[src/fft_pkg.sv]
`default_nettype none

package fft_pkg;

  // ~~~~~~~~~~~~~~~~~~~~~~~~~~~~~~~~~~~~~~~~~~~~~~~~~~~~~~~~~~~~~~~~~~~~
  // transform geometry
  // ~~~~~~~~~~~~~~~~~~~~~~~~~~~~~~~~~~~~~~~~~~~~~~~~~~~~~~~~~~~~~~~~~~~~

  localparam int n_samples = 8;                // complex samples per frame.
  localparam int log_n = 3;                    // number of radix-2 stages.
  localparam int n_pairs = n_samples / 2;      // butterflies per stage.
  localparam int tw_bits = log_n - 1;          // width of a twiddle exponent.

  // ~~~~~~~~~~~~~~~~~~~~~~~~~~~~~~~~~~~~~~~~~~~~~~~~~~~~~~~~~~~~~~~~~~~~
  // number format
  // ~~~~~~~~~~~~~~~~~~~~~~~~~~~~~~~~~~~~~~~~~~~~~~~~~~~~~~~~~~~~~~~~~~~~

  localparam int data_width = 32;
  localparam int frac_bits = 16;               // Q16.16 fixed point.

  // one real or imaginary part.
  typedef logic signed [data_width-1:0] sample_t;

  typedef logic [1:0] stage_t;                 // stage index, 0 to log_n - 1.

  typedef enum logic [1:0] {
    st_idle,                                   // waiting for a frame.
    st_comp,                                   // one stage per cycle.
    st_done                                    // result offered downstream.
  } fft_state_t;

endpackage

`default_nettype wire

[src/fft_sample_bank.sv]
`timescale 1ns/100ps
`default_nettype none

module fft_sample_bank (
  input  wire clk,
  input  wire reset,
  input  wire load,
  input  wire compute,
  input  wire fft_pkg::sample_t recv_re  [fft_pkg::n_samples],
  input  wire fft_pkg::sample_t recv_im  [fft_pkg::n_samples],
  input  wire fft_pkg::sample_t stage_re [fft_pkg::n_samples],
  input  wire fft_pkg::sample_t stage_im [fft_pkg::n_samples],
  output fft_pkg::sample_t      bank_re  [fft_pkg::n_samples],
  output fft_pkg::sample_t      bank_im  [fft_pkg::n_samples]
);

  import fft_pkg::*;

  // reverses the log_n low bits of a sample index.
  function automatic int bit_rev(input int idx);
    int r;
    r = 0;
    for (int b = 0; b < log_n; b++) begin
      r = (r << 1) | ((idx >> b) & 1);
    end
    return r;
  endfunction

  // ~~~~~~~~~~~~~~~~~~~~~~~~~~~~~~~~~~~~~~~~~~~~~~~~~~~~~~~~~~~~~~~~~~~~
  // frame registers
  // ~~~~~~~~~~~~~~~~~~~~~~~~~~~~~~~~~~~~~~~~~~~~~~~~~~~~~~~~~~~~~~~~~~~~

  always_ff @(posedge clk) begin
    for (int i = 0; i < n_samples; i++) begin
      if (reset) begin
        bank_re[i] <= '0;
        bank_im[i] <= '0;
      end else if (load) begin
        bank_re[i] <= recv_re[bit_rev(i)];      // enter in bit-reversed order.
        bank_im[i] <= recv_im[bit_rev(i)];
      end else if (compute) begin
        bank_re[i] <= stage_re[i];
        bank_im[i] <= stage_im[i];
      end
    end
  end

  // the sequencer must never ask for a load in the middle of a transform.
  a_load_xor_compute: assert property (@(posedge clk) disable iff (reset)
    !(load && compute));

endmodule

`default_nettype wire

[config.mk]
export PLATFORM = sky130hd
export DESIGN_NAME = fft_sample_bank
export DESIGN_NICKNAME = d
export VERILOG_FILES = /design/src/fft_pkg.sv /design/src/fft_sample_bank.sv
export SDC_FILE = /design/constraint.sdc
export NUM_CORES = 1
export LEC_CHECK = 0
export BUFFER_PORTS_ARGS = -buffer_cell sky130_fd_sc_hd__buf_2
export CORE_AREA = 2 2 598 600
export DETAILED_ROUTE_END_ITERATION = 16
export DIE_AREA = 0 0 600 602
export HOLD_SLACK_MARGIN = 0.08
export PLACE_DENSITY = 0.3
export SYNTH_ARGS = -nofsm -noshare
export SYNTH_HDL_FRONTEND = slang
export SYNTH_SLANG_ARGS = --single-unit
[constraint.sdc]
create_clock -name clk -period 2 [get_ports clk]
set_clock_uncertainty 0.1 [all_clocks]
set_input_delay 0.2 -clock clk [delete_from_list [all_inputs] [get_ports clk]]
set_output_delay 0.2 -clock clk [all_outputs]
set_load 0.01 [all_outputs]
# Word-level counts from Yosys, hierarchy flattened
# Cells that the tools add are included.
# word_totals
regBits,512
in_bits,1028
out_inout_bits,512
elab_cells,49
# op_classes
muxes,32
reduce_logical,1
# ops
operator,n
$mux 32,32
$reduce_bool 2->1,1

# Depth between registers and ports, before layout
# Gate-level depths: netlist of the first run.
# depth
word_depth,2
ltp_mapped,5

# Least setup slack after synthesis of the first run
# No wires, ideal clock.
# synth_path
kind,input to register
startpoint,input port load
endpoint,register bank_re[155] (netlist bit)
setup_time_ps,146
t_arrival_ps,1034
setup_slack_ps,720
path_stages,5
cell_sequence,buf_2 > inv_2 > clkbuf_1 > buf_2 > a211oi_2
# synth_between
elab_chain_len,1
elab_cells_between_ends,2
cone_classes,1 x mux; 1 x reduce/logical
# synth_rtl
item,line,text
start: declaration,fft_sample_bank.sv:7,"input wire load,"
$mux 32 / $reduce_bool 2->1 (equally long branches),--,
end signal: indexed assignment,fft_sample_bank.sv:39,bank_re[i] <= recv_re[bit_rev(i)];
end signal: indexed assignment,fft_sample_bank.sv:42,bank_re[i] <= stage_re[i];
end: declaration,fft_sample_bank.sv:13,"output fft_pkg::sample_t bank_re [fft_pkg::n_samples],"
# Several ways; a longest one is shown, not always the timed one.
# A chain may end at the register's enable or synchronous reset.

==> metrics.txt, run 1 <==
Final Max Tran Viols=0; area share of fa/ha/maj cells after synthesis=0%; vias in the first global route=32655; Max Cap Violations=0; initial antenna violation count=338; post-synthesis simple-gate area fraction=about an eighth; most used cell, CP=dlygate4sd3_1; CTS tree=yes; final setup vio count=0; Clock Latency Late Sink=0.77 ns; Port-buffer cells=~1500; Worst Hold End=bank_im[67]$_SDFFE_PP0P_; status=finished clean; CP arrival=2.54 ns; sequential standard cell area=0.0103 mm^2; unrepaired setup endpoints after global routing=false; cts bufs inserted=85; commonest non-fill, non-tap cells in the layout=buf_2, dlygate4sd3_1, nor2b_1, mux2i_1, dfxtp_1; First-pass DRT Iterations=5; # rows=around 220; Final GP Congestion=0.918; Inst Count DP=8437; fraction of layout cells with a size suffix above 1=41.8%; commonest non-fill, non-tap cell in the layout=buf_2; Slowest-stage cell, CP=dlygate4sd3_1; Starting DRT DRC Count=1392; Setup WS pre-CTS=0.265 ns; clk sinks=512; VDD IR max=0.598 mV; routed wire length=between 200000 and 300000 um; Synth Cell Area=0.0256 mm^2; Leakage=23.8 nW; CP startpoint kind=flip-flop; Layout Nets=6041; R2R setup slack=0.07 ns; H-tree levels=3; first-pass GRT wire length=~330000 um; min setup slack post-route=0.0698 ns; WL per Instance=approximately 27 um; multi-input logic area=0.0140 mm^2; crit-path max FO=2; Detailed Place HPWL=224000 um; Syn. warnings=0; cell taking the most area after synthesis=dfxtp_1; largest net degree at the start of global routing=104; Tcrit/Tclk final=96.5%; synth top area cells=dfxtp_1, mux2i_1, a211oi_2, nor2b_1, a211oi_1; Fillers=~41000; die area=0.361 mm^2; Tmin final=1.93 ns; Slew HR=64.4%; initial core utilization=7.21%; via count=31408; drc violations=0; Crit Path Class=reg2reg; I/O pin count=1540; Root Buffer Master=clkbuf_16; synthesized instance count=2276; worst r2r dst=bank_re[16]$_SDFFE_PP0P_; crit-path cells=mux2i_1 > dlygate4sd3_1 > a211oi_2 > dlygate4sd3_1; total congestion overflow=0; Final Non-Filler Cells=9915; Critical Path RT=2.61 ns; Total Routing Usage GR=14.1%; f_max=518 MHz; complex-gate fraction of the synthesized area=21.8%; die width=600 um; ANT nets after route=0; crit-path max cell delay=0.58 ns; multiplexer share of the synthesized area=20.0%; Syn Nets=3304; Placeable Area=approximately 0.35 mm^2; Worst Tran Pin Value=0.534 ns; Worst R2R Start=bank_re[16]$_SDFFE_PP0P_; FF-to-FF path depth=4; Hold Slack=0.187 ns; Chip Height=602 um; final hold violations=0; Distinct cells, synth=12; Yosys reg bits=512; area grow syn2layout=114%; xor-xnor portion of the synthesized cell area=0%; PD cells=660 mW/mm^2; CTS Buffer Depth=4; main combinational cell family by area after synthesis=compound AO/OA/AOI/OAI gates; post-synthesis area per instance=11.2 um^2; Critical Path Sink Type=flip-flop; drt via density=3.17; sum of negative setup slack=0 ns; Yosys top cell area share=40.1%; hold path cells=4; CTS clock-pin slew for the worst setup and hold paths=about 0.06 ns; Seq/Total Area, Yosys=40.1%; Worst Hold Launch=stage_im[67]; Hold Crit Class=in2reg
what timing repair did:
item	CTS	global route
hold buffers	1283	14
setup buffers	0	0
setup endpoints to repair	5	57
resized for setup	5	10
endpoints found under the hold margin	512	8
through the flow:
step / power (mW) / util (%) / instance area (um^2)
6_report: 36.1 / 15.4 / 54700
2_1_floorplan: 14.6 / - / 25600
3_3_place_gp: 18.3 / 11.1 / 39200
3_5_place_dp: 18.3 / 11.1 / 39200
4_1_cts: 36.9 / 15.5 / 54900
5_1_grt: 37.7 / 15.4 / 54600
registers in the layout (all words and copies together), names as in the netlist:
register,cells
bank_re,256
bank_im,256
cells in the mapped netlist:
cell and n:
clkbuf_1 74, dfxtp_1 512, nor2b_1 512, buf_2 60, buf_6 37, a211oi_2 347, buf_1 36, buf_4 3
buf_8 17, a211oi_1 165, mux2i_1 512, inv_2 1
logic make-up (layout without fill, tap and decap cells):
group                  count (synthesis)  in the layout
AND/OR/NAND/NOR                      512            512
multiplexers                         512            512
flip-flops                           512            512
other                                  0             88
buffers and inverters                228           3028
AO/OA/AOI/OAI                        512            512
layout make-up:
class,instances,share of cell area [%]
clock buffer,130,4.56
clock inverter,20,0.528
inverter,1,0.0206
timing repair buffer,2877,39.4
sequential,512,18.7
tap,4751,10.9
multi-input combinational,1536,25.5
antenna,88,0.403
worst max-delay path, delay by kind of cell, from the launching register on:
family | cells | cell delay (ns)
muxes | 1 | 0.07
buffers and inverters | 2 | 1.16
DFF | 1 | 0.34
AOI/OAI and AO/OA | 1 | 0.20
per-layer routing:
metal / track usage (%) / up-vias / share of wire, %
li1: - / 13899 / -
met1: 15.5 / 15006 / 37
met2: 24.0 / 1609 / 47
met3: 6.11 / 748 / 10
met4: 5.31 / 146 / 4.6
met5: 0 / - / 0.37
worst max path at each step:
stage	cells past startpoint	from	slack [ns]	endpoint
6_report	4	bank_re[16]$_SDFFE_PP0P_	0.07	bank_re[16]$_SDFFE_PP0P_
5_1_grt	4	bank_re[39]$_SDFFE_PP0P_	0.008	bank_re[39]$_SDFFE_PP0P_
4_1_cts	7	recv_re[218]	0.02	bank_re[122]$_SDFFE_PP0P_
3_5_place_dp	5	load	0.26	bank_re[231]$_SDFFE_PP0P_
3_3_place_gp	5	load	0.25	bank_im[12]$_SDFFE_PP0P_
2_1_floorplan	5	load	0.72	bank_re[155]$_SDFFE_PP0P_
power breakdown:
part	switching (mW)	internal, mW	leakage [nW]
clock	6.38	9.33	1.36
combinational	4.33	4.59	18.2
sequential	0.450	11.0	4.27
(Power assumes the default switching activity.)
==> run 2: changes to the inputs <==
ABC_AREA = 1   (was default)
CORE_AREA = 2 2 599 601   (was 2 2 598 600)
CTS_CLUSTER_SIZE = 20   (was default)
DIE_AREA = 0 0 601 603   (was 0 0 600 602)
clock period = 2.02 ns   (was 2 ns; I/O delays follow)
==> run 2 against run 1 <==
Flip-flop and latch count unchanged. Die area increased by 0.33%. Count of clock-buffer cells in the layout decreased by 13. Synthesized area decreased by 4.5%. Non-clock buffer count increased by 333. Cell count increased by 19%. Design area increased by 3.6%. Largest power group unchanged. Highest routed layer unchanged.
==> metrics.txt, run 2 <==
status=finished clean (unchanged); Tcrit/Tclk final=99.7%; f_max=496 MHz; Root Buffer Master=clkbuf_16 (unchanged); ANT nets after route=0 (unchanged); I/O pin count=1540 (unchanged); Post-synth EDFFs=0 (unchanged); Syn Nets=4897 (was 3304); Worst Hold Launch=compute (was stage_im[67]); H-tree levels=3 (unchanged); Placeable Area=0.355 mm^2 (about the same); Critical Path RT=2.66 ns (was 2.61 ns); final hold violations=0 (unchanged); clk sinks=512 (unchanged); via count=39391 (was 31408); final setup vio count=0 (unchanged); Design Area, Final=0.0567 mm^2 (was 0.0547 mm^2); first-pass GRT wire length=354000 um (was 334000 um); # rows=219 (unchanged); fraction of layout cells with a size suffix above 1=25.8% (was 41.8%); total congestion overflow=0 (unchanged); synth top area cells=dfxtp_1, nand2_1, nand3_1, inv_1, buf_2 (was dfxtp_1, mux2i_1, a211oi_2, nor2b_1, a211oi_1); VDD IR max=0.579 mV (was 0.598 mV); initial core utilization=6.87% (was 7.21%); crit-path max FO=110 (was 2); Critical Path Sink Type=flip-flop (unchanged); Starting DRT DRC Count=2435 (was 1392); post-synthesis async set-or-reset flop share=0% (unchanged); Worst Hold End=bank_im[195]$_SDFFE_PP0P_ (was bank_im[67]$_SDFFE_PP0P_); Hold Crit Class=in2reg (unchanged); placed cell area=0.0382 mm^2 (was 0.0392 mm^2); Tmin final=2.01 ns; cell taking the most area after synthesis=dfxtp_1 (unchanged); worst r2r dst=bank_re[120]$_SDFFE_PP0P_ (was bank_re[16]$_SDFFE_PP0P_); Hold Slack=0.143 ns (was 0.187 ns); list of most frequent post-synthesis cells=nand2_1, nand3_1, dfxtp_1, inv_1, buf_2 (was dfxtp_1, mux2i_1, nor2b_1); CTS Buffer Depth=4 (unchanged); drc violations=0 (unchanged); post-synthesis area per instance=6.31 um^2 (was 11.2 um^2); Slew HR=45.4% (was 64.4%); First-pass DRT Iterations=5 (unchanged); sum of negative setup slack=0 ns (unchanged); unrepaired setup endpoints after global routing=false (unchanged); drt via density=3.35 (was 3.17); Synth Cell Area=0.0244 mm^2 (was 0.0256 mm^2); commonest non-fill, non-tap cells in the layout=dlygate4sd3_1, buf_2, nand2_1, nand3_1, inv_1 (was buf_2, dlygate4sd3_1, nor2b_1, mux2i_1, dfxtp_1); Core Util, Final=15.9% (was 15.4%); area grow syn2layout=132% (was 114%); CP arrival=2.66 ns (was 2.54 ns); largest registers=bank_im x256, bank_re x256 (unchanged); CP startpoint kind=primary input (was flip-flop); Yosys reg bits=512 (unchanged); routed wire length=273000 um (was 265000 um); FF-to-FF path depth=6 (was 4); Seq/Total Area, Yosys=42.0% (was 40.1%); Crit Path Class=in2reg (was reg2reg); Max Cap Violations=0 (unchanged); Layout Nets=7908 (was 6041); Final Max Tran Viols=0 (unchanged); largest net degree at the start of global routing=118 (was 104); Port-buffer cells=1539 (unchanged); die width=601 um (was 600 um); count leader, synth=nand2_1; Final GP Congestion=0.920 (was 0.918); R2R setup slack=0.07 ns (about the same); hold path cells=6 (was 4); Distinct cells, synth=10 (was 12); initial antenna violation count=258 (was 338); top_reg_cell synth=dfxtp_1 (unchanged); cts bufs inserted=81 (was 85); CTS clock-pin slew for the worst setup and hold paths=0.05 ns (was 0.06 ns); vias in the first global route=39583 (was 32655); Yosys top cell area share=42.0% (was 40.1%); Syn. warnings=0 (unchanged); Worst Tran Pin Value=0.819 ns (was 0.534 ns); Clock Latency Late Sink=0.76 ns (was 0.77 ns); die area=0.362 mm^2 (was 0.361 mm^2); PD cells=607 mW/mm^2 (was 660 mW/mm^2); synthesized instance count=3869 (was 2276); Worst R2R Start=bank_re[120]$_SDFFE_PP0P_ (was bank_re[16]$_SDFFE_PP0P_); Leakage=28.5 nW (was 23.8 nW); Total Routing Usage GR=14.4% (was 14.1%); CTS tree=yes (unchanged); WL per Instance=23.2 um (was 26.7 um); Chip Height=603 um (was 602 um); Detailed Place HPWL=226000 um (was 224000 um); commonest non-fill, non-tap cell in the layout=dlygate4sd3_1 (was buf_2)
[run 2: cell types whose count changed in the layout (fill, tap and decap cells not counted), sizes merged, moves of 18 or more]
cell / previous run / this run
nor2b: 512 / 0
nand2: 0 / 1536
diode: 88 / 70
a211oi: 512 / 0
inv: 5 / 515
mux2i: 512 / 0
nand3: 0 / 1024
dlygate4sd3: 1240 / 1549
buf: 1637 / 1658
[run 2: worst max path at each step]
| stage | from | end | slack (ns) | cells after the start |
|---|---|---|---|---|
| detailed placement | compute | bank_re[56]$_SDFFE_PP0P_ | 0.13 | 7 |
| global route | compute | bank_im[192]$_SDFFE_PP0P_ | 0.0007 | 9 |
| global placement | compute | bank_re[56]$_SDFFE_PP0P_ | 0.13 | 7 |
| CTS | recv_im[198] | bank_im[102]$_SDFFE_PP0P_ | 0.005 | 9 |
| finish | compute | bank_im[184]$_SDFFE_PP0P_ | 0.005 | 9 |
| floorplan | load | bank_re[207]$_SDFFE_PP0P_ | 0.82 | 7 |
[run 2: area by class of cell]
| class | count | area [um^2] |
|---|---|---|
| fill | 41136 | 299000 |
| timing repair buffer | 3210 | 24900 |
| multi-input combinational | 2561 | 10900 |
| sequential | 512 | 10300 |
| tap | 4751 | 5940 |
| clock buffer | 117 | 2310 |
| inverter | 514 | 1950 |
| clock inverter | 25 | 236 |
| antenna | 70 | 175 |
[run 2: report_power, final]
part	leakage, nW	total, mW	switching, mW	internal (mW)
Clock	1.25	14.2	6.04	8.20
Sequential	4.24	11.2	0.404	10.8
Combinational	23.1	8.97	4.39	4.59
[run 2: cells by family after synthesis]
group | share of synthesized area [%]
simple gates | 44.7
flops | 42.0
buf+inv | 13.3
[run 2: per-stage QoR]
| step | total power, mW | setup WS [ns] | cells |
|---|---|---|---|
| 2_1_floorplan | 13.7 | 0.818 | 3869 |
| 3_3_place_gp | 17.4 | 0.131 | 9991 |
| 3_5_place_dp | 17.4 | 0.132 | 9991 |
| 4_1_cts | 35.2 | 0.00546 | 11708 |
| 5_1_grt | 36.2 | 0.000711 | 11716 |
| 6_report | 34.4 | 0.00522 | 11760 |
[run 2: repair_timing]
| item | 4_1_cts | 5_1_grt |
|---|---|---|
| hold buffers | 1575 | 7 |
| buffers inserted | 0 | 5 |
| resized for setup | 1 | 14 |
| pin swaps | 0 | 1 |
| hold endpoints to repair | 512 | 7 |
| cloned | 0 | 3 |
| setup endpoints to repair | 1 | 51 |
[run 2: routing by layer]
layer / global-route usage (%) / routed length, um / vias up
li1: - / - / 18103
met1: 16.2 / 105000 / 18720
met2: 24.0 / 126000 / 1767
met3: 6.32 / 29500 / 659
met4: 5.17 / 11300 / 142
met5: 0 / 948 / -
[run 2: critical path, stage by stage]
cell	delay, ns
buf_8	0.15
nor2_8	0.24
buf_16	0.33
nand2_1	0.10
nand3_1	0.09
dlygate4sd3_1	0.55
nand2_1	0.05
dlygate4sd3_1	0.58
inv_1	0.05
