[src/fft_pkg.sv]
`default_nettype none

package fft_pkg;

  // ~~~~~~~~~~~~~~~~~~~~~~~~~~~~~~~~~~~~~~~~~~~~~~~~~~~~~~~~~~~~~~~~~~~~
  // transform geometry
  // ~~~~~~~~~~~~~~~~~~~~~~~~~~~~~~~~~~~~~~~~~~~~~~~~~~~~~~~~~~~~~~~~~~~~

  localparam int n_samples = 8;                // complex samples per frame.
  localparam int log_n = 3;                    // number of radix-2 stages.
  localparam int n_pairs = n_samples / 2;      // butterflies per stage.
  localparam int tw_bits = log_n - 1;          // width of a twiddle exponent.

  // ~~~~~~~~~~~~~~~~~~~~~~~~~~~~~~~~~~~~~~~~~~~~~~~~~~~~~~~~~~~~~~~~~~~~
  // number format
  // ~~~~~~~~~~~~~~~~~~~~~~~~~~~~~~~~~~~~~~~~~~~~~~~~~~~~~~~~~~~~~~~~~~~~

  localparam int data_width = 32;
  localparam int frac_bits = 16;               // Q16.16 fixed point.

  // one real or imaginary part.
  typedef logic signed [data_width-1:0] sample_t;

  typedef logic [1:0] stage_t;                 // stage index, 0 to log_n - 1.

  typedef enum logic [1:0] {
    st_idle,                                   // waiting for a frame.
    st_comp,                                   // one stage per cycle.
    st_done                                    // result offered downstream.
  } fft_state_t;

endpackage

`default_nettype wire

[src/fft_sequencer.sv]
`timescale 1ns/100ps
`default_nettype none

module fft_sequencer (
  input  wire              clk,
  input  wire              reset,
  input  wire              recv_val,
  input  wire              send_rdy,
  output logic             recv_rdy,
  output logic             send_val,
  output logic             load,
  output logic             compute,
  output fft_pkg::stage_t  stage
);

  import fft_pkg::*;

  localparam stage_t last_stage = stage_t'(log_n - 1);

  fft_state_t state;
  fft_state_t state_next;

  // ~~~~~~~~~~~~~~~~~~~~~~~~~~~~~~~~~~~~~~~~~~~~~~~~~~~~~~~~~~~~~~~~~~~~
  // state machine
  // ~~~~~~~~~~~~~~~~~~~~~~~~~~~~~~~~~~~~~~~~~~~~~~~~~~~~~~~~~~~~~~~~~~~~

  always_comb begin
    state_next = state;
    case (state)
      st_idle: if (recv_val) state_next = st_comp;
      st_comp: if (stage == last_stage) state_next = st_done;
      st_done: begin
        if (send_rdy) begin
          state_next = recv_val ? st_comp : st_idle;  // back to back if offered.
        end
      end
      default: state_next = st_idle;
    endcase
  end

  always_ff @(posedge clk) begin
    if (reset) begin
      state <= st_idle;
      stage <= '0;
    end else begin
      state <= state_next;
      if (state == st_comp) begin
        stage <= (stage == last_stage) ? '0 : stage + 1'b1;
      end
    end
  end

  assign recv_rdy = (state == st_idle) || (state == st_done);
  assign send_val = (state == st_done);
  assign compute = (state == st_comp);

  // in st_done the bank is only overwritten once the result has left.
  assign load = (state == st_idle) || (state == st_done && recv_val && send_rdy);

  // ~~~~~~~~~~~~~~~~~~~~~~~~~~~~~~~~~~~~~~~~~~~~~~~~~~~~~~~~~~~~~~~~~~~~
  // checks
  // ~~~~~~~~~~~~~~~~~~~~~~~~~~~~~~~~~~~~~~~~~~~~~~~~~~~~~~~~~~~~~~~~~~~~

  a_stage_range: assert property (@(posedge clk) disable iff (reset)
    stage <= last_stage);

  a_no_handshake_in_comp: assert property (@(posedge clk) disable iff (reset)
    compute |-> !recv_rdy && !send_val);

  // a result offered downstream is not withdrawn under back-pressure.
  a_send_val_held: assert property (@(posedge clk) disable iff (reset)
    send_val && !send_rdy |=> send_val);

endmodule

`default_nettype wire

[config.mk]
export PLATFORM = sky130hd
export DESIGN_NAME = fft_sequencer
export DESIGN_NICKNAME = d
export VERILOG_FILES = /design/src/fft_pkg.sv /design/src/fft_sequencer.sv
export SDC_FILE = /design/constraint.sdc
export NUM_CORES = 1
export LEC_CHECK = 0
export BUFFER_PORTS_ARGS = -buffer_cell sky130_fd_sc_hd__buf_4
export CORE_AREA = 2 2 39 41
export DETAILED_ROUTE_END_ITERATION = 7
export DIE_AREA = 0 0 41 43
export GPL_ROUTABILITY_DRIVEN = 0
export PLACE_DENSITY_LB_ADDON = 0.05
export SETUP_SLACK_MARGIN = 0.02
export SYNTH_ARGS = -nofsm -noshare
export SYNTH_HDL_FRONTEND = slang
export SYNTH_SLANG_ARGS = --single-unit
[constraint.sdc]
create_clock -name clk -period 2.3 [get_ports clk]
set_input_delay 0.23 -clock clk [delete_from_list [all_inputs] [get_ports clk]]
set_output_delay 0.23 -clock clk [all_outputs]
set_load 0.1 [all_outputs]
; ---- Word level (Yosys, flattened, before mapping)
; Cells that the tools add are included.
[word_totals]
register_bits = 4
latch_bits = 0
ramBits = 0
romBits = 0
wordCells = 21
memories = 0
[op_classes]
add_sub_neg = 1
n_mul = 0
div = 0
magnitude_cmp = 0
n_eq_ne = 6
n_shift = 0
n_mux = 6
bitwise_logic = 0
n_reduce_logical = 6
[ops]
columns = operator, count
row1 = 2-to-1 mux 2 bit, 4
row2 = case mux 2 bit (3 select lines), 1
row3 = "equality test 2 bit, second input constant", 2
row4 = "!= test 2 bit, second input constant", 2
row5 = AND reduction 3 bit, 1
row6 = "adder 2 x 1 -> 2 bit, second input constant", 1
row7 = "equality test 2 x 1 -> 1 bit, second input constant", 1
row8 = logical AND 1 bit, 2
row9 = logical NOT 2 bit, 1
row10 = logical OR 1 bit, 2
row11 = "!= test 2 x 1 -> 1 bit, second input constant", 1
row12 = 2-to-1 mux 1 bit, 1

; ---- Logic depth before layout (Yosys ltp)
; Gate-level depths: netlist of the first run.
[logic_depth]
ltp_word = 4
mapped_depth = 3
ltp_nobuf = 3

; ---- Least setup slack after synthesis of the first run
; OpenSTA, ideal clock, no wires.
[synth_path]
path_kind = register to output
from = register state[1]
to = output port load
t_arrival_ns = 1.811
required_time_ns = 2.070
path_slack_ns = 0.259
stages_incl_launch_ff = 2
cell_sequence = dfxtp_1 -> a21oi_1
[synth_between]
elab_chain_len = 4
word_cells_on_any_way = 5
cone_classes = eq/ne: 1 / reduce/logical: 4
[synth_lines]
columns = item, line
row1 = from (decl), fft_sequencer.sv:20  ; fft_state_t state;
row2 = from (signal assigned), fft_sequencer.sv:43  ; state <= st_idle;
row3 = from (signal assigned), fft_sequencer.sv:46  ; state <= state_next;
row4 = equality test 2 bit, fft_sequencer.sv:58  ; assign load = (state == st_idle) || (state == st_done && recv_val && send_rdy);
row5 = logical AND 1 bit (2 in a row), fft_sequencer.sv:58
row6 = logical OR 1 bit *, fft_sequencer.sv:58
row7 = to (decl), fft_sequencer.sv:11  ; output logic load,
; Every way passes the cells marked *; elsewhere a longest branch is shown, timed or not.

; ---- Worst setup path in the final report of the first run
[layout_path]
from = register state[1]
to = output port send_val
[layout_between]
elab_chain_len = 1
[layout_lines]
columns = item, line
row1 = equality test 2 bit, fft_sequencer.sv:54  ; assign send_val = (state == st_done);
row2 = to (decl), fft_sequencer.sv:10  ; output logic send_val,
; Every way passes these cells.

==> metrics.log, run 1 <==
INFO  metric cts_tree = built
INFO  metric postSynthNetCount = 28
INFO  metric place_ws = 1180 ps
INFO  metric count_of_mapped_cells_out_of_synthesis = 24
INFO  metric area_growth_syn_to_layout = 57.1%
INFO  metric core-area = about 1400 um2
INFO  metric antenna_cells = 0
INFO  metric post-layout-total-power = 254 uW
INFO  metric cp_arrival = 1120 ps
INFO  metric detail-route-antenna-nets = 0
INFO  metric most-common-layout-cells = buf_4 (9), inv_1 (4), dfxtp_1 (4)
INFO  metric global_route.usage.total = 7.62%
INFO  metric vias = 200
INFO  metric cts-htree-levels = 1
INFO  metric cts.path.max_buffers = 2
INFO  metric remaining_drc_errors = 0
INFO  metric dieArea = 1760 um2
INFO  metric pin_count_of_the_biggest_net_entering_global_routing = 7
INFO  metric post_synth_instance_area = 193 um2
INFO  metric switching_share = 39.6%
INFO  metric pwr-share-clk = 33.5%
INFO  metric power.share.combinational = approximately a third
INFO  metric clk_pin_slew = 40 ps
INFO  metric critPathRequiredTime = 2070 ps
INFO  metric startpoint_to_endpoint_class_of_the_critical_path = reg -> out
INFO  metric max_clock_freq = 0.740 GHz
INFO  metric route.detailed.vias_per_inst = 3.85
INFO  metric ys_seq_area_share = approximately two fifths
INFO  metric crit_path_max_fanout = 5
INFO  metric final.setup.tns = 0 ps
INFO  metric grt-ovfl-total = 0
INFO  metric cts-hold-fix-buffers = 0
INFO  metric number_of_global_route_vias_before_repair = 222
INFO  metric timing.critical_path.from_type = flop
INFO  metric initial_core_util = 13.9%
INFO  metric report.final.slew_viol_count = 0
INFO  metric finalHoldViolations = 0
INFO  metric power_switching = 101 uW
INFO  metric post_dp_cell_area = roughly 280 um2
INFO  metric post-cts-setup-buffer-count = 0
INFO  metric setup_slack = approximately 950 ps
INFO  metric cts_made_buffers = 3
INFO  metric power_density = around 840 nW/um2
INFO  metric first_iter_violations = 2
INFO  metric internal-power = 153 uW
INFO  metric totalWireLength = 496 um
INFO  metric leakage = between 0.1 and 0.15 nW
INFO  metric relSlewSlack = 81.5%
INFO  metric ios = 10
INFO  metric fp.dieH = 43 um
INFO  metric grt_first_pass_wirelength = 814 um
INFO  metric worst_hold_slack = 183 ps
INFO  metric peakVddDrop = around 0.11 mV
INFO  metric postSynthRegisterBits = 4
INFO  metric clk_root_buffer_cell = clkbuf_4
INFO  metric setup_viol_count_final = 0
INFO  metric seq_pwr_share = 31.2%
INFO  metric mostFrequentLayoutCell = buf_4
INFO  metric final_cell_area = 303 um2
INFO  metric run_status = completed
INFO  metric yosys_warnings = 0
INFO  metric max_slew.worst_pin.slew = between 200 and 300 ps
INFO  metric place.port_buffers = 9
INFO  metric floorplan.die.width = 41 um
INFO  metric final_period_minus_worst_setup_slack = 1350 ps
INFO  metric cts_sinks = 4
INFO  metric antenna_found_initial = 0
INFO  metric placement_rows = 14
INFO  metric clk_latency = approximately 230 ps
INFO  metric nets = 42
INFO  metric drt-pass1-iter-count = 4
INFO  metric cts_resized = 0
INFO  metric drive_gt1_share = 38.9%
INFO  metric wl_per_cell = 9.54 um
INFO  metric worst_hold_path_type = in -> reg
INFO  metric synth_cell_types = 12
INFO  metric drv_cap = 0
INFO  metric timing.critical_path.to_type = output pin
INFO  metric timing.clock.skew = 4.20 ps
INFO  metric finalCritPeriodShare = between 50% and 60%
INFO  metric rsz_0062_raised_after_global_routing = no
INFO  metric postSynthAreaPerCell = between 8 and 9 um2
INFO  metric layout.filler_cells = 161
==> cell type report <==
| class | instances | area, um2 | area share (%) |
|---|---|---|---|
| Multi-Input combinational cell | 16 | 97.6 | 32.2 |
| Inverter | 4 | 15.0 | 4.96 |
| Sequential cell | 4 | 80.1 | 26.4 |
| Timing Repair Buffer | 9 | 67.6 | 22.3 |
| Tap cell | 16 | 20.0 | 6.61 |
| Clock buffer | 3 | 22.5 | 7.44 |
==> metal layers <==
layer	track usage, %	routed length (um)	share of wire [%]	vias up
met2	10.9	264	53	5
met3	4.71	41	8.3	0
met1	6.39	190	38	92
li1	-	-	-	103
met5	0	0	0	-
met4	8.00	0	0	0
==> power by group through the flow <==
stage | clock [mW] | combinational, mW | sequential [mW]
5_1_grt | 0.0970 | 0.0938 | 0.0799
6_report | 0.0850 | 0.0897 | 0.0793
3_3_place_gp | 0 | 0.0910 | 0.0804
4_1_cts | 0.0905 | 0.0903 | 0.0793
3_5_place_dp | 0 | 0.0902 | 0.0803
2_1_floorplan | 0 | 0.0524 | 0.0982
==> logic make-up (layout without fill, tap and decap cells) <==
family | after synthesis | in the layout | synth area share (%)
muxes | 1 | 1 | 5.20
buffers and inverters | 4 | 16 | 7.79
DFF | 4 | 4 | 41.6
AOI/OAI and AO/OA | 6 | 6 | 17.5
and+or+nand+nor | 9 | 9 | 27.9
==> worst max-delay path: stages, from the launching register on <==
cell and delay (ps):
dfxtp_1 420, and2b_2 190, buf_4 280
==> metrics by stage <==
step / util, % / std cells
floorplan: - / 24
global placement: 20.3 / 49
detailed placement: 20.3 / 49
CTS: 21.9 / 52
global route: 21.9 / 52
finish: 21.9 / 52
==> path summary, 6_finish.rpt <==
check / start / to / slack (ps) / depth (start not counted)
worst max-delay path: state[1] / send_val / 950 / 2
worst max register to register: state[0] / state[1] / 1360 / 3
worst min register to register: stage[0] / stage[1] / 550 / 2
worst min-delay path: reset / stage[0] / 180 / 2
==> flip-flops by register name, summed over array words and instances, names as in the netlist <==
signal	count
stage	2
state	2
==> Yosys cell counts <==
cell	number	area share, %
dfxtp_1	4	42
inv_1	4	7.8
a21oi_1	3	7.8
nor2_1	3	5.8
nand3_1	2	5.2
o21ai_0	2	5.2
a32oi_1	1	4.5
and2b_2	1	4.5
mux2i_1	1	5.2
nand2_1	1	1.9
nand2b_1	1	3.2
nor2b_4	1	7.1
Power figures use the tool's default switching activity.
==> run 2, diff against run 1 <==
==> constraint.sdc (replaced) <==
create_clock -name clk -period 1.2 [get_ports clk]
set_input_delay 0.12 -clock clk [delete_from_list [all_inputs] [get_ports clk]]
set_output_delay 0.12 -clock clk [all_outputs]
set_load 0.1 [all_outputs]
==> run 2 against run 1 <==
  * Combinational power rose by 110%
  * Critical path depth unchanged
  * Flip-flop and latch count is the same
  * Non-clock buffer count increased by 1
  * Utilization is 3.1 points higher
  * Wire length is 5.8% lower
  * Setup slack got worse by 890 ps
  * Global-route usage shrank 0.39 points
  * Sequential share of layout area down 1.1 points
  * Critical endpoint unchanged
  * Largest cell class unchanged
  * Largest power group unchanged
  * Highest routed layer is now met4
==> metrics.log, run 2 (synthesized netlist as in run 1, its figures left out) <==
INFO  metric clk_latency = 230 ps (about the same)
INFO  metric area.sequential = 87.6 um2 (+9.4%)
INFO  metric grt-ovfl-total = 0 (unchanged)
INFO  metric cp_arrival = 1020 ps (-100 ps)
INFO  metric drt-pass1-iter-count = 2 (-2)
INFO  metric worst_hold_path_type = in -> reg
INFO  metric drive_gt1_share = 56.8% (+18 points)
INFO  metric dp_hpwl = 389 um
INFO  metric final_cell_area = 345 um2 (+14%)
INFO  metric vias = 211 (+5.5%)
INFO  metric crit_path_max_fanout = 4 (-1)
INFO  metric leakage = 0.146 nW (+7.6%)
INFO  metric finalCritPeriodShare = 95.0%
INFO  metric final.setup.tns = 0 ps (unchanged)
INFO  metric final_period_minus_worst_setup_slack = 1140 ps
INFO  metric hold_path_end = state[0]
INFO  metric pin_count_of_the_biggest_net_entering_global_routing = 7 (unchanged)
INFO  metric startpoint_to_endpoint_class_of_the_critical_path = reg -> out
INFO  metric nets = 43 (+2.4%)
INFO  metric timing.clock.skew = 3.63 ps (-0.578 ps)
INFO  metric critical_path.max_stage_delay = 350 ps (-70 ps)
INFO  metric cts-hold-fix-buffers = 0 (unchanged)
INFO  metric first_iter_violations = 3 (+1)
INFO  metric setup_viol_count_final = 0 (unchanged)
INFO  metric area_growth_syn_to_layout = 79.2%
INFO  metric number_of_global_route_vias_before_repair = 190 (-14%)
INFO  metric critical_path.reg2reg.startpoint = state[0]
INFO  metric post_dp_cell_area = 292 um2 (+4.0%)
INFO  metric timing.critical_path.cells = and2b_2 > buf_8
INFO  metric critPathSlowestCell = dfxtp_4
INFO  metric largest_registers = stage x2, state x2
INFO  metric totalWireLength = 467 um (-5.8%)
INFO  metric finalNonFillerCells = 53 (+1.9%)
INFO  metric antenna_found_initial = 0 (unchanged)
INFO  metric dieArea = 1760 um2 (unchanged)
INFO  metric placed_cells = 49 (unchanged)
INFO  metric report.final.slew_viol_count = 0 (unchanged)
INFO  metric cts-htree-levels = 1 (unchanged)
INFO  metric floorplan.die.width = 41 um (unchanged)
INFO  metric finalHoldViolations = 0 (unchanged)
INFO  metric most-common-layout-cells = buf_4 (8), inv_1 (3), nor2_1 (3), clkbuf_4 (3), dfxtp_2 (3)
INFO  metric timing.critical_path.to_type = output pin
INFO  metric detail-route-antenna-nets = 0 (unchanged)
INFO  metric clk_pin_slew = 40 ps (about the same)
INFO  metric place.port_buffers = 9 (unchanged)
INFO  metric core-area = 1380 um2 (unchanged)
INFO  metric grt_first_pass_wirelength = 772 um (-5.2%)
INFO  metric run_status = completed
INFO  metric initial_core_util = 13.9% (unchanged)
INFO  metric cts_tree = built
INFO  metric antenna_cells = 0 (unchanged)
INFO  metric ios = 10 (unchanged)
INFO  metric area_used_by_multi_input_combinational_logic = 101 um2 (+3.8%)
INFO  metric placement_rows = 14 (unchanged)
INFO  metric drv_cap = 0 (unchanged)
INFO  metric max_slew.worst_pin.slew = 279 ps (-0.814 ps)
INFO  metric cts_sinks = 4 (unchanged)
INFO  metric power_density = 1470 nW/um2 (+76%)
INFO  metric layout.filler_cells = 154 (-4.3%)
INFO  metric worstReg2RegEnd = stage[0]
INFO  metric worst_hold_startpoint = reset
INFO  metric cts.path.max_buffers = 2 (unchanged)
INFO  metric r2r_cells = 4 (+1)
INFO  metric timing.critical_path.from_type = flop
INFO  metric route.detailed.vias_per_inst = 3.98 (+3.5%)
INFO  metric peakVddDrop = 0.375 mV (+230%)
INFO  metric cts_made_buffers = 3 (unchanged)
INFO  metric mostFrequentLayoutCell = buf_4
INFO  metric max_clock_freq = 0.878 GHz
INFO  metric critPathRequiredTime = 1080 ps (-990 ps)
INFO  metric remaining_drc_errors = 0 (unchanged)
INFO  metric global_route.usage.total = 7.22% (-0.39 points)
INFO  metric min_path_cells = 2 (unchanged)
INFO  metric setup.reg_to_reg.worst_slack = 170 ps (-1190 ps)
INFO  metric wl_per_cell = 8.81 um (-7.6%)
INFO  metric rsz_0062_raised_after_global_routing = no
INFO  metric relSlewSlack = 81.6% (about the same)
INFO  metric fp.dieH = 43 um (unchanged)
INFO  metric clk_root_buffer_cell = clkbuf_4
run 2: cell types whose count changed in the layout (fill, tap and decap cells not counted), sizes merged:
cell,delta
buf,+1
clkinvlp,+1
inv,-1
run 2: how the worst max path moves through the flow:
stage                     cells past startpoint  startpoint  slack (ps)  endpoint
final                                         2    state[0]          60  send_val
after global routing                          2    state[0]          20  send_val
after CTS                                     2    state[0]          30   compute
after detailed placement                      2    state[1]         170  send_val
after global placement                        2    state[1]         150  send_val
after floorplan                               1    state[1]        -180      load
run 2: area by class of cell:
type / count / share of cell area [%]
clock buffers: 3 / 6.52
inverters: 4 / 5.43
multi-input cells: 16 / 29.3
flip-flops and latches: 4 / 25.4
well taps: 16 / 5.80
repair buffers: 10 / 27.5
run 2: repair_timing:
action                     CTS  global route
hold endpoints to repair     0             0
setup endpoints to repair    2             2
gates resized for setup      5             2
setup buffers                0             1
run 2: where the power goes:
part	internal, mW	leakage [nW]	switching [mW]
clock network	0.112	0.0138	0.0530
logic	0.0537	0.0973	0.135
registers	0.144	0.0347	0.0117
total	0.309	0.146	0.199
run 2: layer usage:
| layer | routed length, um | part of all wire [%] | track usage (%) |
|---|---|---|---|
| met1 | 178 | 38 | 7.05 |
| met2 | 242 | 52 | 9.06 |
| met3 | 37 | 7.9 | 4.71 |
| met4 | 9 | 1.9 | 8.00 |
| met5 | 0 | 0 | 0 |
run 2: per-stage QoR:
step | util, % | setup WS [ps] | hold slack, ps | total power [mW]
2_1_floorplan | - | -180 | 182 | 0.295
3_3_place_gp | 21.1 | 150 | 305 | 0.335
3_5_place_dp | 21.1 | 165 | 306 | 0.334
4_1_cts | 24.0 | 29.0 | 55.2 | 0.516
5_1_grt | 25.0 | 23.2 | 53.6 | 0.541
6_report | 25.0 | 60.5 | 61.6 | 0.508
run 2: critical path: cells and delay by family (launching register included):
family,cells,cell delay [ps]
buffers and inverters,1,200
and+or+nand+nor,1,240
DFF,1,350
